<file path="config.mk">
export PLATFORM = sky130hd
export DESIGN_NAME = mem_unit_flat
export DESIGN_NICKNAME = d
export VERILOG_FILES = /design/src/secv_lsu_pkg.sv /design/src/secv_isa_pkg.sv /design/src/secv_lsu_if.sv /design/src/mem_unit.sv /design/src/flat_wrapper.sv
export SDC_FILE = /design/constraint.sdc
export NUM_CORES = 1
export LEC_CHECK = 0
export BUFFER_PORTS_ARGS = -buffer_cell sky130_fd_sc_hd__buf_2
export CAP_MARGIN = 20
export CORE_AREA = 5 5 163 165
export DETAILED_ROUTE_END_ITERATION = 6
export DIE_AREA = 0 0 168 170
export PLACE_DENSITY_LB_ADDON = 0.15
export SYNTH_ARGS = -nofsm -noshare
export SYNTH_HDL_FRONTEND = slang
export SYNTH_SLANG_ARGS = --single-unit
</file>
<file path="constraint.sdc">
create_clock -name clk_i -period 4.15 [get_ports clk_i]
set_input_delay 1.0375 -clock clk_i [delete_from_list [all_inputs] [get_ports clk_i]]
set_output_delay 1.0375 -clock clk_i [all_outputs]
set_load 0.05 [all_outputs]
</file>
<file path="src/secv_lsu_pkg.sv">
// Sizing constants for the multi-lane load/store subsystem
`default_nettype none

package secv_lsu_pkg;

    // Number of parallel load/store lanes
    localparam int N_LANES = 4;

    // Index into the lane array
    localparam int LANE_WIDTH = $clog2(N_LANES);

    // Operation tag, returned with each result
    localparam int TAG_WIDTH = 4;

    // Byte address into the data RAM, 1 KiB
    localparam int ADR_WIDTH = 10;

    // One byte select per byte of a 64-bit data word
    localparam int SEL_WIDTH = 8;

    // Byte offset inside a data word
    localparam int OFS_WIDTH = $clog2(SEL_WIDTH);

    // Depth of the data RAM in words
    localparam int RAM_WORDS = (2 ** ADR_WIDTH) / SEL_WIDTH;

endpackage

`default_nettype wire

</file>
<file path="src/secv_isa_pkg.sv">
// RISC-V load/store encodings, operation record and sign-extension helpers
`default_nettype none

package secv_isa_pkg;

    import secv_lsu_pkg::*;

    localparam int XLEN = 64;

    typedef logic [6:0] opcode_t;
    typedef logic [2:0] funct3_t;

    localparam opcode_t OPCODE_LOAD  = 7'b0000011;
    localparam opcode_t OPCODE_STORE = 7'b0100011;

    // Loads, bit 2 selects zero extension
    localparam funct3_t FUNCT3_LOAD_LB  = 3'b000;
    localparam funct3_t FUNCT3_LOAD_LH  = 3'b001;
    localparam funct3_t FUNCT3_LOAD_LW  = 3'b010;
    localparam funct3_t FUNCT3_LOAD_LD  = 3'b011;
    localparam funct3_t FUNCT3_LOAD_LBU = 3'b100;
    localparam funct3_t FUNCT3_LOAD_LHU = 3'b101;
    localparam funct3_t FUNCT3_LOAD_LWU = 3'b110;

    // Stores
    localparam funct3_t FUNCT3_STORE_SB = 3'b000;
    localparam funct3_t FUNCT3_STORE_SH = 3'b001;
    localparam funct3_t FUNCT3_STORE_SW = 3'b010;
    localparam funct3_t FUNCT3_STORE_SD = 3'b011;

    // One memory operation as handed to a lane
    typedef struct packed {
        opcode_t              opcode;
        funct3_t              funct3;
        logic [XLEN-1:0]      rs1_dat;
        logic [XLEN-1:0]      imm;
        logic [XLEN-1:0]      rs2_dat;
        logic [TAG_WIDTH-1:0] tag;
    } lsu_op_t;

    function automatic logic [XLEN-1:0] sext8(input logic [7:0] val);
        return {{(XLEN-8){val[7]}}, val};
    endfunction

    function automatic logic [XLEN-1:0] sext16(input logic [15:0] val);
        return {{(XLEN-16){val[15]}}, val};
    endfunction

    function automatic logic [XLEN-1:0] sext32(input logic [31:0] val);
        return {{(XLEN-32){val[31]}}, val};
    endfunction

endpackage

`default_nettype wire

</file>
<file path="src/secv_lsu_if.sv">
// Lane issue, lane result and Wishbone classic interfaces of the load/store subsystem
`default_nettype none
`timescale 1ns/1ps

// Dispatcher to lane
interface funit_if import secv_isa_pkg::*; ();
    logic    issue;
    lsu_op_t op;
    logic    busy;

    modport disp (output issue, output op, input busy);
    modport lane (input issue, input op, output busy);
endinterface

// Lane to retire stage
interface lane_res_if import secv_isa_pkg::*, secv_lsu_pkg::*; ();
    logic                 done;
    logic [TAG_WIDTH-1:0] tag;
    logic [XLEN-1:0]      rd_dat;
    logic                 rd_wb;
    logic                 err;
    logic                 retire;

    modport lane (output done, output tag, output rd_dat, output rd_wb, output err,
                  input retire);
    modport ret  (input done, input tag, input rd_dat, input rd_wb, input err,
                  output retire);
endinterface

// Wishbone classic, single beat
interface wb_if import secv_isa_pkg::*, secv_lsu_pkg::*; ();
    logic                 cyc;
    logic                 stb;
    logic                 we;
    logic [SEL_WIDTH-1:0] sel;
    logic [ADR_WIDTH-1:0] adr;
    logic [XLEN-1:0]      dat_w;
    logic [XLEN-1:0]      dat_r;
    logic                 ack;

    modport master (output cyc, output stb, output we, output sel, output adr,
                    output dat_w, input dat_r, input ack);
    modport slave  (input cyc, input stb, input we, input sel, input adr,
                    input dat_w, output dat_r, output ack);
endinterface

`default_nettype wire

</file>
<file path="src/mem_unit.sv">
// Load/store lane that checks, aligns and runs one Wishbone access per operation
`default_nettype none
`timescale 1ns/1ps

module mem_unit import secv_isa_pkg::*, secv_lsu_pkg::*; (
    input  logic     clk_i,
    input  logic     rst_n_i,
    funit_if.lane    fu,
    lane_res_if.lane res,
    wb_if.master     dmem
);

    typedef enum logic [1:0] {IDLE, BUS, DONE} state_t;

    state_t               state_q;
    logic [ADR_WIDTH-1:0] addr;
    logic [OFS_WIDTH-1:0] ofs;
    logic [1:0]           size;
    logic                 is_store;
    logic                 legal;
    logic                 aligned;
    logic                 bad;
    logic [SEL_WIDTH-1:0] sel;
    logic [XLEN-1:0]      dat_w;
    logic [XLEN-1:0]      rd_raw;
    logic [XLEN-1:0]      load_dat;

    logic [TAG_WIDTH-1:0] tag_q;
    funct3_t              funct3_q;
    logic [OFS_WIDTH-1:0] ofs_q;
    logic [ADR_WIDTH-1:0] adr_q;
    logic                 we_q;
    logic [SEL_WIDTH-1:0] sel_q;
    logic [XLEN-1:0]      dat_w_q;
    logic                 err_q;
    logic                 rd_wb_q;
    logic [XLEN-1:0]      rd_dat_q;

    // Decode and align the operation offered on issue
    always_comb begin
        addr     = ADR_WIDTH'(fu.op.rs1_dat + fu.op.imm);
        ofs      = addr[OFS_WIDTH-1:0];
        size     = fu.op.funct3[1:0];
        is_store = (fu.op.opcode == OPCODE_STORE);
        legal    = 1'b0;
        if (fu.op.opcode == OPCODE_LOAD) begin
            case (fu.op.funct3)
                FUNCT3_LOAD_LB, FUNCT3_LOAD_LH, FUNCT3_LOAD_LW, FUNCT3_LOAD_LD,
                FUNCT3_LOAD_LBU, FUNCT3_LOAD_LHU, FUNCT3_LOAD_LWU: legal = 1'b1;
                default: legal = 1'b0;
            endcase
        end else if (is_store) begin
            case (fu.op.funct3)
                FUNCT3_STORE_SB, FUNCT3_STORE_SH,
                FUNCT3_STORE_SW, FUNCT3_STORE_SD: legal = 1'b1;
                default: legal = 1'b0;
            endcase
        end
        case (size)
            2'd0:    aligned = 1'b1;
            2'd1:    aligned = !ofs[0];
            2'd2:    aligned = !(|ofs[1:0]);
            default: aligned = !(|ofs);
        endcase
        bad   = !legal || !aligned;
        // 1, 2, 4 or 8 byte lanes moved up to the offset
        sel   = SEL_WIDTH'((1 << (1 << size)) - 1) << ofs;
        dat_w = fu.op.rs2_dat << {ofs, 3'b000};
    end

    // Bring the loaded bytes down to bit 0 and extend
    always_comb begin
        rd_raw = dmem.dat_r >> {ofs_q, 3'b000};
        case (funct3_q)
            FUNCT3_LOAD_LB:  load_dat = sext8(rd_raw[7:0]);
            FUNCT3_LOAD_LH:  load_dat = sext16(rd_raw[15:0]);
            FUNCT3_LOAD_LW:  load_dat = sext32(rd_raw[31:0]);
            FUNCT3_LOAD_LBU: load_dat = XLEN'(rd_raw[7:0]);
            FUNCT3_LOAD_LHU: load_dat = XLEN'(rd_raw[15:0]);
            FUNCT3_LOAD_LWU: load_dat = XLEN'(rd_raw[31:0]);
            default:         load_dat = rd_raw;
        endcase
    end

    always_ff @(posedge clk_i) begin
        if (!rst_n_i) begin
            state_q <= IDLE;
        end else begin
            case (state_q)
                IDLE: if (fu.issue) state_q <= bad ? DONE : BUS;
                BUS:  if (dmem.ack) state_q <= DONE;
                DONE: if (res.retire) state_q <= IDLE;
                default: state_q <= IDLE;
            endcase
        end
    end

    always_ff @(posedge clk_i) begin
        if (state_q == IDLE && fu.issue) begin
            tag_q    <= fu.op.tag;
            funct3_q <= fu.op.funct3;
            ofs_q    <= ofs;
            adr_q    <= addr;
            we_q     <= is_store;
            sel_q    <= sel;
            dat_w_q  <= dat_w;
            err_q    <= bad;
            rd_wb_q  <= 1'b0;
            rd_dat_q <= '0;
        end else if (state_q == BUS && dmem.ack) begin
            rd_dat_q <= we_q ? '0 : load_dat;
            rd_wb_q  <= !we_q;
        end
    end

    assign fu.busy    = (state_q != IDLE);
    assign dmem.cyc   = (state_q == BUS);
    assign dmem.stb   = (state_q == BUS);
    assign dmem.we    = we_q;
    assign dmem.sel   = sel_q;
    assign dmem.adr   = adr_q;
    assign dmem.dat_w = dat_w_q;

    assign res.done   = (state_q == DONE);
    assign res.tag    = tag_q;
    assign res.rd_dat = rd_dat_q;
    assign res.rd_wb  = rd_wb_q;
    assign res.err    = err_q;

    // Strobe held together with cyc until the slave answers
    a_stb_hold: assert property (@(posedge clk_i) disable iff (!rst_n_i)
        dmem.stb && !dmem.ack |=> dmem.stb && dmem.cyc)
        else $error("stb dropped before ack or raised without cyc");

endmodule

`default_nettype wire

</file>
<file path="src/flat_wrapper.sv">
// flat-port wrapper written by rule: the top's interface ports become plain ports
module mem_unit_flat import secv_isa_pkg::*, secv_lsu_pkg::*;
  (clk_i, rst_n_i, fu_issue, fu_op, fu_busy, res_done, res_tag, res_rd_dat, res_rd_wb, res_err, res_retire, dmem_cyc, dmem_stb, dmem_we, dmem_sel, dmem_adr, dmem_dat_w, dmem_dat_r, dmem_ack);
  funit_if fu_i ();
  lane_res_if res_i ();
  wb_if dmem_i ();
  input  logic clk_i;
  input  logic rst_n_i;
  input wire logic [$bits(fu_i.issue)-1:0] fu_issue;
  input wire logic [$bits(fu_i.op)-1:0] fu_op;
  output wire logic [$bits(fu_i.busy)-1:0] fu_busy;
  output wire logic [$bits(res_i.done)-1:0] res_done;
  output wire logic [$bits(res_i.tag)-1:0] res_tag;
  output wire logic [$bits(res_i.rd_dat)-1:0] res_rd_dat;
  output wire logic [$bits(res_i.rd_wb)-1:0] res_rd_wb;
  output wire logic [$bits(res_i.err)-1:0] res_err;
  input wire logic [$bits(res_i.retire)-1:0] res_retire;
  output wire logic [$bits(dmem_i.cyc)-1:0] dmem_cyc;
  output wire logic [$bits(dmem_i.stb)-1:0] dmem_stb;
  output wire logic [$bits(dmem_i.we)-1:0] dmem_we;
  output wire logic [$bits(dmem_i.sel)-1:0] dmem_sel;
  output wire logic [$bits(dmem_i.adr)-1:0] dmem_adr;
  output wire logic [$bits(dmem_i.dat_w)-1:0] dmem_dat_w;
  input wire logic [$bits(dmem_i.dat_r)-1:0] dmem_dat_r;
  input wire logic [$bits(dmem_i.ack)-1:0] dmem_ack;
  assign fu_i.issue = fu_issue;
  assign fu_i.op = fu_op;
  assign fu_busy = fu_i.busy;
  assign res_done = res_i.done;
  assign res_tag = res_i.tag;
  assign res_rd_dat = res_i.rd_dat;
  assign res_rd_wb = res_i.rd_wb;
  assign res_err = res_i.err;
  assign res_i.retire = res_retire;
  assign dmem_cyc = dmem_i.cyc;
  assign dmem_stb = dmem_i.stb;
  assign dmem_we = dmem_i.we;
  assign dmem_sel = dmem_i.sel;
  assign dmem_adr = dmem_i.adr;
  assign dmem_dat_w = dmem_i.dat_w;
  assign dmem_i.dat_r = dmem_dat_r;
  assign dmem_i.ack = dmem_ack;
  mem_unit u_core (.clk_i(clk_i), .rst_n_i(rst_n_i), .fu(fu_i), .res(res_i), .dmem(dmem_i));
endmodule
</file>
==> results.toml, run 1 <==
[floorplan]
floorplan.core_area_um2 = 24900
die_y_um = 170
fp.dieArea_um2 = 28600
row_count = 58
boundaryPins = 432
dieWidth_um = 168
initial_utilization_pct = 37.5

[layout]
synthToLayoutAreaGrowth_pct = 26.5
num-nets-final = 1516
ratio_of_cells_with_drive_above_1_in_the_final_layout_pct = 36.8
multi_input_area_um2 = 4920
area.sequential_um2 = 4070
postLayoutCoreUtil_pct = 47.4
fill_cell_instance_count_of_the_final_layout = 2439

[critical_path]
timing.critical_path.to_type = "primary output"
critical_path_source_type = "register"
worst-setup-path-type = "reg2out"
path_cells = "buf_4 -> buf_2"
timing.critical_path.required_ns = 3.11
critical_path.slowest_cell = "buf_4"
cp_max_fo = 63
critical-path-max-stage-delay_ns = 0.75
arrival_ns = 2.18

[logic_synthesis]
synth.yosys.warnings = 0
synthesis.area_per_instance_um2 = 9.85
syn-instance-count = 946
synth_enable_flop_cells = 91
yosysUniqueCellTypes = 57
postSynth.topFlopCell = "edfxtp_1"
synth_top_cells_by_count = "nand2_1, mux2i_1, nor2_1"
synth.yosys.seq_area_share_pct = 43.7
synth_top_cells_by_area = "edfxtp_1, dfxtp_1, mux2i_1"
postSynthRegisterBits = 158
syn-num-nets = 1232
synthArstFlopShare_pct = 0
synth_top_area_cell = "edfxtp_1"
synthDominantCellAreaShare_pct = 29.3
mappedNetlistArea_um2 = 9320
synth_most_common_cell = "nand2_1"

[clocking]
cts_buffer_depth = 2
clkTransAtPathRegs_ns = 0.07
cts.htree.levels = 4
postCtsResizedCells = 0
cts_tree = "built"
ctsHoldBuffers = 0
cts-buffers-inserted = 17
cts-root-buf = "clkbuf_16"
cts_setup_buffers = 0
clock_latency_ns = 0.43
clkSinkCount = 158

[power]
leakage_power_summed_over_all_cells_uw = 0.00521
totalPowerFinal_uw = 4920
vdd.ir_drop.worst_uv = 201
power.density_cell_area_nw_per_um2 = 417

[place]
port_buffer_cells = 323
dp.final_hpwl_um = 23700
gp_routability_congestion = 0.890

[outcome]
status = "completed"

[run]
max_cap_viols = 0

[detailed_routing]
total_routed_length_um = 31400
antenna_violating_nets_post_route = 0
drt-initial-drc-count = 648
detailroute.via_count = 8404
drtPass1Iterations = 6
detail_route.wl_per_cell_um = 20.0
drc = 0
avgViaCountPerCell = 5.34

[sta]
report.final.slew_viol_count = 0
report.final.hold_viol_count = 0
finClkSkew_ns = 0.0127
achievable-frequency_ghz = 0.311
max_slew.worst_pin.slew_ns = 0.878
finalSetupViolations = 0
rsz_0062_raised_after_global_routing = "no"
hold_ws_ns = 0.449
slew-limit-headroom_pct = 41.5
fin_tns_setup_ns = 0
post-route-period-util_pct = 77.5
finalWorstPathRequiredPeriod_ns = 3.22

[grt]
via_count_of_the_first_global_routing_pass = 8074
grt_remaining_overflow = 0
antenna_found_initial = 6
grt_usage_pct = 21.4
grt_first_pass_wirelength_um = 47700
maximum_number_of_pins_on_one_net_before_global_route_repair = 102

[hold_path]
min_path_type = "reg2reg"
routing by layer:
layer | part of all wire, % | vias up | global-route usage, % | wire, um
li1 | - | 4056 | - | -
met1 | 43 | 3960 | 28.7 | 13600
met2 | 45 | 338 | 32.9 | 14200
met3 | 9.5 | 42 | 7.50 | 2990
met4 | 2.0 | 8 | 6.14 | 613
met5 | 0.13 | - | 0 | 42
final timing paths:
check / from / endpoint / slack, ns / cells past startpoint
max: u_core.dmem.adr[1] / dmem_adr[1] / 0.93 / 2
min: u_core.res.rd_dat[59] / u_core.res.rd_dat[59] / 0.45 / 2
max reg2reg: u_core.dmem.adr[1] / u_core.res.rd_dat[61] / 1.31 / 7
min reg2reg: u_core.res.rd_dat[59] / u_core.res.rd_dat[59] / 0.45 / 2
cell families after synthesis:
kind of cell               after synthesis  share of synthesized area [%]
AOI/OAI and AO/OA                      239                           16.9
xor gates and xnor gates                 9                          0.926
muxes                                  139                           18.2
buffers and inverters                   87                           4.03
DFF                                    158                           43.7
and+or+nand+nor                        303                           14.8
adders and majority gates               11                           1.48
registers in the layout, indices dropped and copies added, names as in the netlist:
name               flops
u_core.dmem.adr       10
u_core.dmem.dat_w     64
u_core.res.tag         4
u_core.res.err         1
u_core.dmem.we         1
u_core.funct3_q        3
u_core.res.rd_wb       1
u_core.state_q         2
u_core.dmem.sel        8
u_core.res.rd_dat     64
stage by stage:
step | cells | worst slack (ns) | area (um2)
6_report | 1574 | 0.933 | 11800
5_1_grt | 1574 | 0.827 | 11800
4_1_cts | 1573 | 0.902 | 11800
3_5_place_dp | 1541 | 0.683 | 11200
3_3_place_gp | 1541 | 0.710 | 11200
2_1_floorplan | 946 | 1.05 | 9320
layout make-up:
| class | count | share of cell area [%] |
|---|---|---|
| multi-input cells | 701 | 41.7 |
| flip-flops and latches | 158 | 34.5 |
| repair buffers | 343 | 15.2 |
| clock buffers | 17 | 3.61 |
| well taps | 330 | 3.50 |
| clock inverters | 15 | 1.16 |
| inverters | 9 | 0.286 |
| diodes | 1 | 0.0212 |
report_power, final:
part	switching, uW	internal [uW]	leakage, uW	total (uW)
Combinational	1050	500	0.00352	1550
Sequential	44.7	1810	0.00143	1860
Clock	681	832	0.000259	1510
placed cells by master (no fill, tap or decap), types with 22 or more instances in the layout:
master / instances
mux4_2: 22
o21ai_2: 30
dfxtp_1: 67
mux2i_1: 104
and2_1: 27
edfxtp_1: 91
o21ai_0: 46
buf_2: 323
nor2_1: 98
nand2_1: 110
a21oi_1: 54
critical path: cells and delay by family (launching register included):
family                 cells  cell delay [ns]
flip-flops                 1             0.58
buffers and inverters      2             1.16
Power figures use the tool's default switching activity.
==> run 2, diff against run 1 <==
==> constraint.sdc (replaced) <==
create_clock -name clk_i -period 2.6 [get_ports clk_i]
set_input_delay 0.65 -clock clk_i [delete_from_list [all_inputs] [get_ports clk_i]]
set_output_delay 0.65 -clock clk_i [all_outputs]
set_load 0.05 [all_outputs]
==> results.toml, run 2 (synthesis results as in run 1) <==
[detailed_routing]
met2RoutedLength_um = 15100
drt-initial-drc-count = 842
met3_wirelength_um = 3040
drtPass1Iterations = 5
highest_metal_used = "met5"
detail_route.wl_per_cell_um = 19.8
avgViaCountPerCell = 5.36
drc = 0
detailroute.via_count = 8603
antenna_violating_nets_post_route = 0
wl_met1_um = 12900
total_routed_length_um = 31800

[grt]
grt_usage_pct = 21.3
antenna_found_initial = 6
grt_first_pass_wirelength_um = 47800
maximum_number_of_pins_on_one_net_before_global_route_repair = 91
grt_remaining_overflow = 0
via_count_of_the_first_global_routing_pass = 8267

[clocking]
cts-buffers-inserted = 17
cts.htree.levels = 4
clkSinkCount = 158
cts_setup_buffers = 0
cts_buffer_depth = 2
cts-root-buf = "clkbuf_16"
clock_latency_ns = 0.43
cts_tree = "built"
clkTransAtPathRegs_ns = 0.07

[sta]
report.final.hold_viol_count = 0
report.final.slew_viol_count = 0
rsz_0062_raised_after_global_routing = "no"
post-route-period-util_pct = 95.5
max_slew.worst_pin.slew_ns = 0.750
hold_ws_ns = 0.397
slew-limit-headroom_pct = 49.7
finalWorstPathRequiredPeriod_ns = 2.48
achievable-frequency_ghz = 0.403
finClkSkew_ns = 0.0134
finalSetupViolations = 0

[outcome]
status = "completed"

[critical_path]
critical_path_source_type = "register"
cp_max_fo = 31
crit_buf_inv = 1
reg2reg_slack_ns = 0.12
critical-path-max-stage-delay_ns = 0.61
r2r_start = "u_core.dmem.adr[1]"
path_cells = "mux2_4 -> mux4_2 -> and3_4 -> o31ai_4 -> buf_12 -> o21ai_1"
timing.critical_path.required_ns = 2.90
crit-reg2reg-capture = "u_core.res.rd_dat[63]"
worstRegToRegCells = 6
crit_path_start = "u_core.dmem.adr[1]"
worst-setup-path-type = "reg2reg"
worst_setup_path_end = "u_core.res.rd_dat[63]"
critical_path.slowest_cell = "edfxtp_1"
arrival_ns = 2.79
timing.critical_path.to_type = "register"
worst_path_dominant_cell_family = "multiplexers"
critical_path_depth = 6

[floorplan]
floorplan.core_area_um2 = 24900
dieWidth_um = 168
boundaryPins = 432
die_y_um = 170
fp.dieArea_um2 = 28600
row_count = 58
initial_utilization_pct = 37.5

[layout]
num-nets-final = 1547
layout_commonest_cell = "buf_2"
ratio_of_cells_with_drive_above_1_in_the_final_layout_pct = 38.5
synthToLayoutAreaGrowth_pct = 30.6
final_cell_mix = "buf_2, nand2_1, mux2i_1, nor2_1, edfxtp_1"
fill_cell_instance_count_of_the_final_layout = 2451

[power]
vdd.ir_drop.worst_uv = 338
leakage_power_summed_over_all_cells_uw = 0.00543
totalPowerFinal_uw = 8070
power.density_cell_area_nw_per_um2 = 663

[run]
max_cap_viols = 0

[place]
port_buffer_cells = 323
dp.final_hpwl_um = 24000
gp_routability_congestion = 0.942

[hold_path]
min_path_type = "in2reg"
==> run 2: area by class of cell <==
cell class | instances | area [um2] | area share (%)
Clock inverter | 11 | 91.3 | 0.750
Multi-Input combinational cell | 701 | 4920 | 40.5
Inverter | 9 | 33.8 | 0.278
Antenna cell | 1 | 2.50 | 0.0206
Tap cell | 330 | 413 | 3.39
Sequential cell | 158 | 4070 | 33.5
Timing Repair Buffer | 374 | 2140 | 17.6
Clock buffer | 21 | 493 | 4.05
==> run 2: per-layer routing <==
metal / vias to the layer above / GRT usage [%]
met5: - / 0
met4: 10 / 6.35
met3: 51 / 6.88
met2: 388 / 35.3
met1: 4031 / 26.8
li1: 4123 / -
==> run 2: worst min-delay path by stage <==
| stage | start | to | slack (ns) | cells after the start |
|---|---|---|---|---|
| 2_1_floorplan | u_core.funct3_q[2] | u_core.res.rd_dat[15] | 0.62 | 3 |
| 5_1_grt | fu_op[3] | u_core.res.tag[3] | 0.37 | 1 |
| 3_5_place_dp | u_core.res.rd_dat[43] | u_core.res.rd_dat[43] | 0.44 | 2 |
| 3_3_place_gp | u_core.res.rd_dat[33] | u_core.res.rd_dat[33] | 0.43 | 2 |
| 6_report | fu_op[2] | u_core.res.tag[2] | 0.40 | 1 |
| 4_1_cts | fu_op[2] | u_core.res.tag[2] | 0.37 | 1 |
==> run 2: where the power goes <==
part	switching, uW	internal [uW]
combinational	1700	912
clock	1110	1390
sequential	63.2	2890
==> run 2: stage by stage <==
stage / setup WS, ns / utilization [%] / cells / cell area [um2] / setup TNS, ns
after global routing: 0.0465 / 48.9 / 1605 / 12200 / 0
after detailed placement: -0.0940 / 46.5 / 1572 / 11600 / -0.985
after global placement: -0.0786 / 46.5 / 1572 / 11600 / -0.765
final: 0.116 / 48.9 / 1605 / 12200 / 0
after CTS: 0.0953 / 48.9 / 1604 / 12200 / 0
after floorplan: 0.0177 / - / 946 / 9350 / 0
==> run 2: worst reg2reg max path: stages, from the launching register on <==
cell and delay, ns:
edfxtp_1 0.61, mux2_4 0.36, mux4_2 0.49, and3_4 0.23
o31ai_4 0.29, buf_12 0.28, o21ai_1 0.12
==> run 2: repair_timing <==
action,4_1_cts,5_1_grt
hold buffers,0,0
setup endpoints to repair,0,29
hold endpoints to repair,0,0
gates resized for setup,0,1
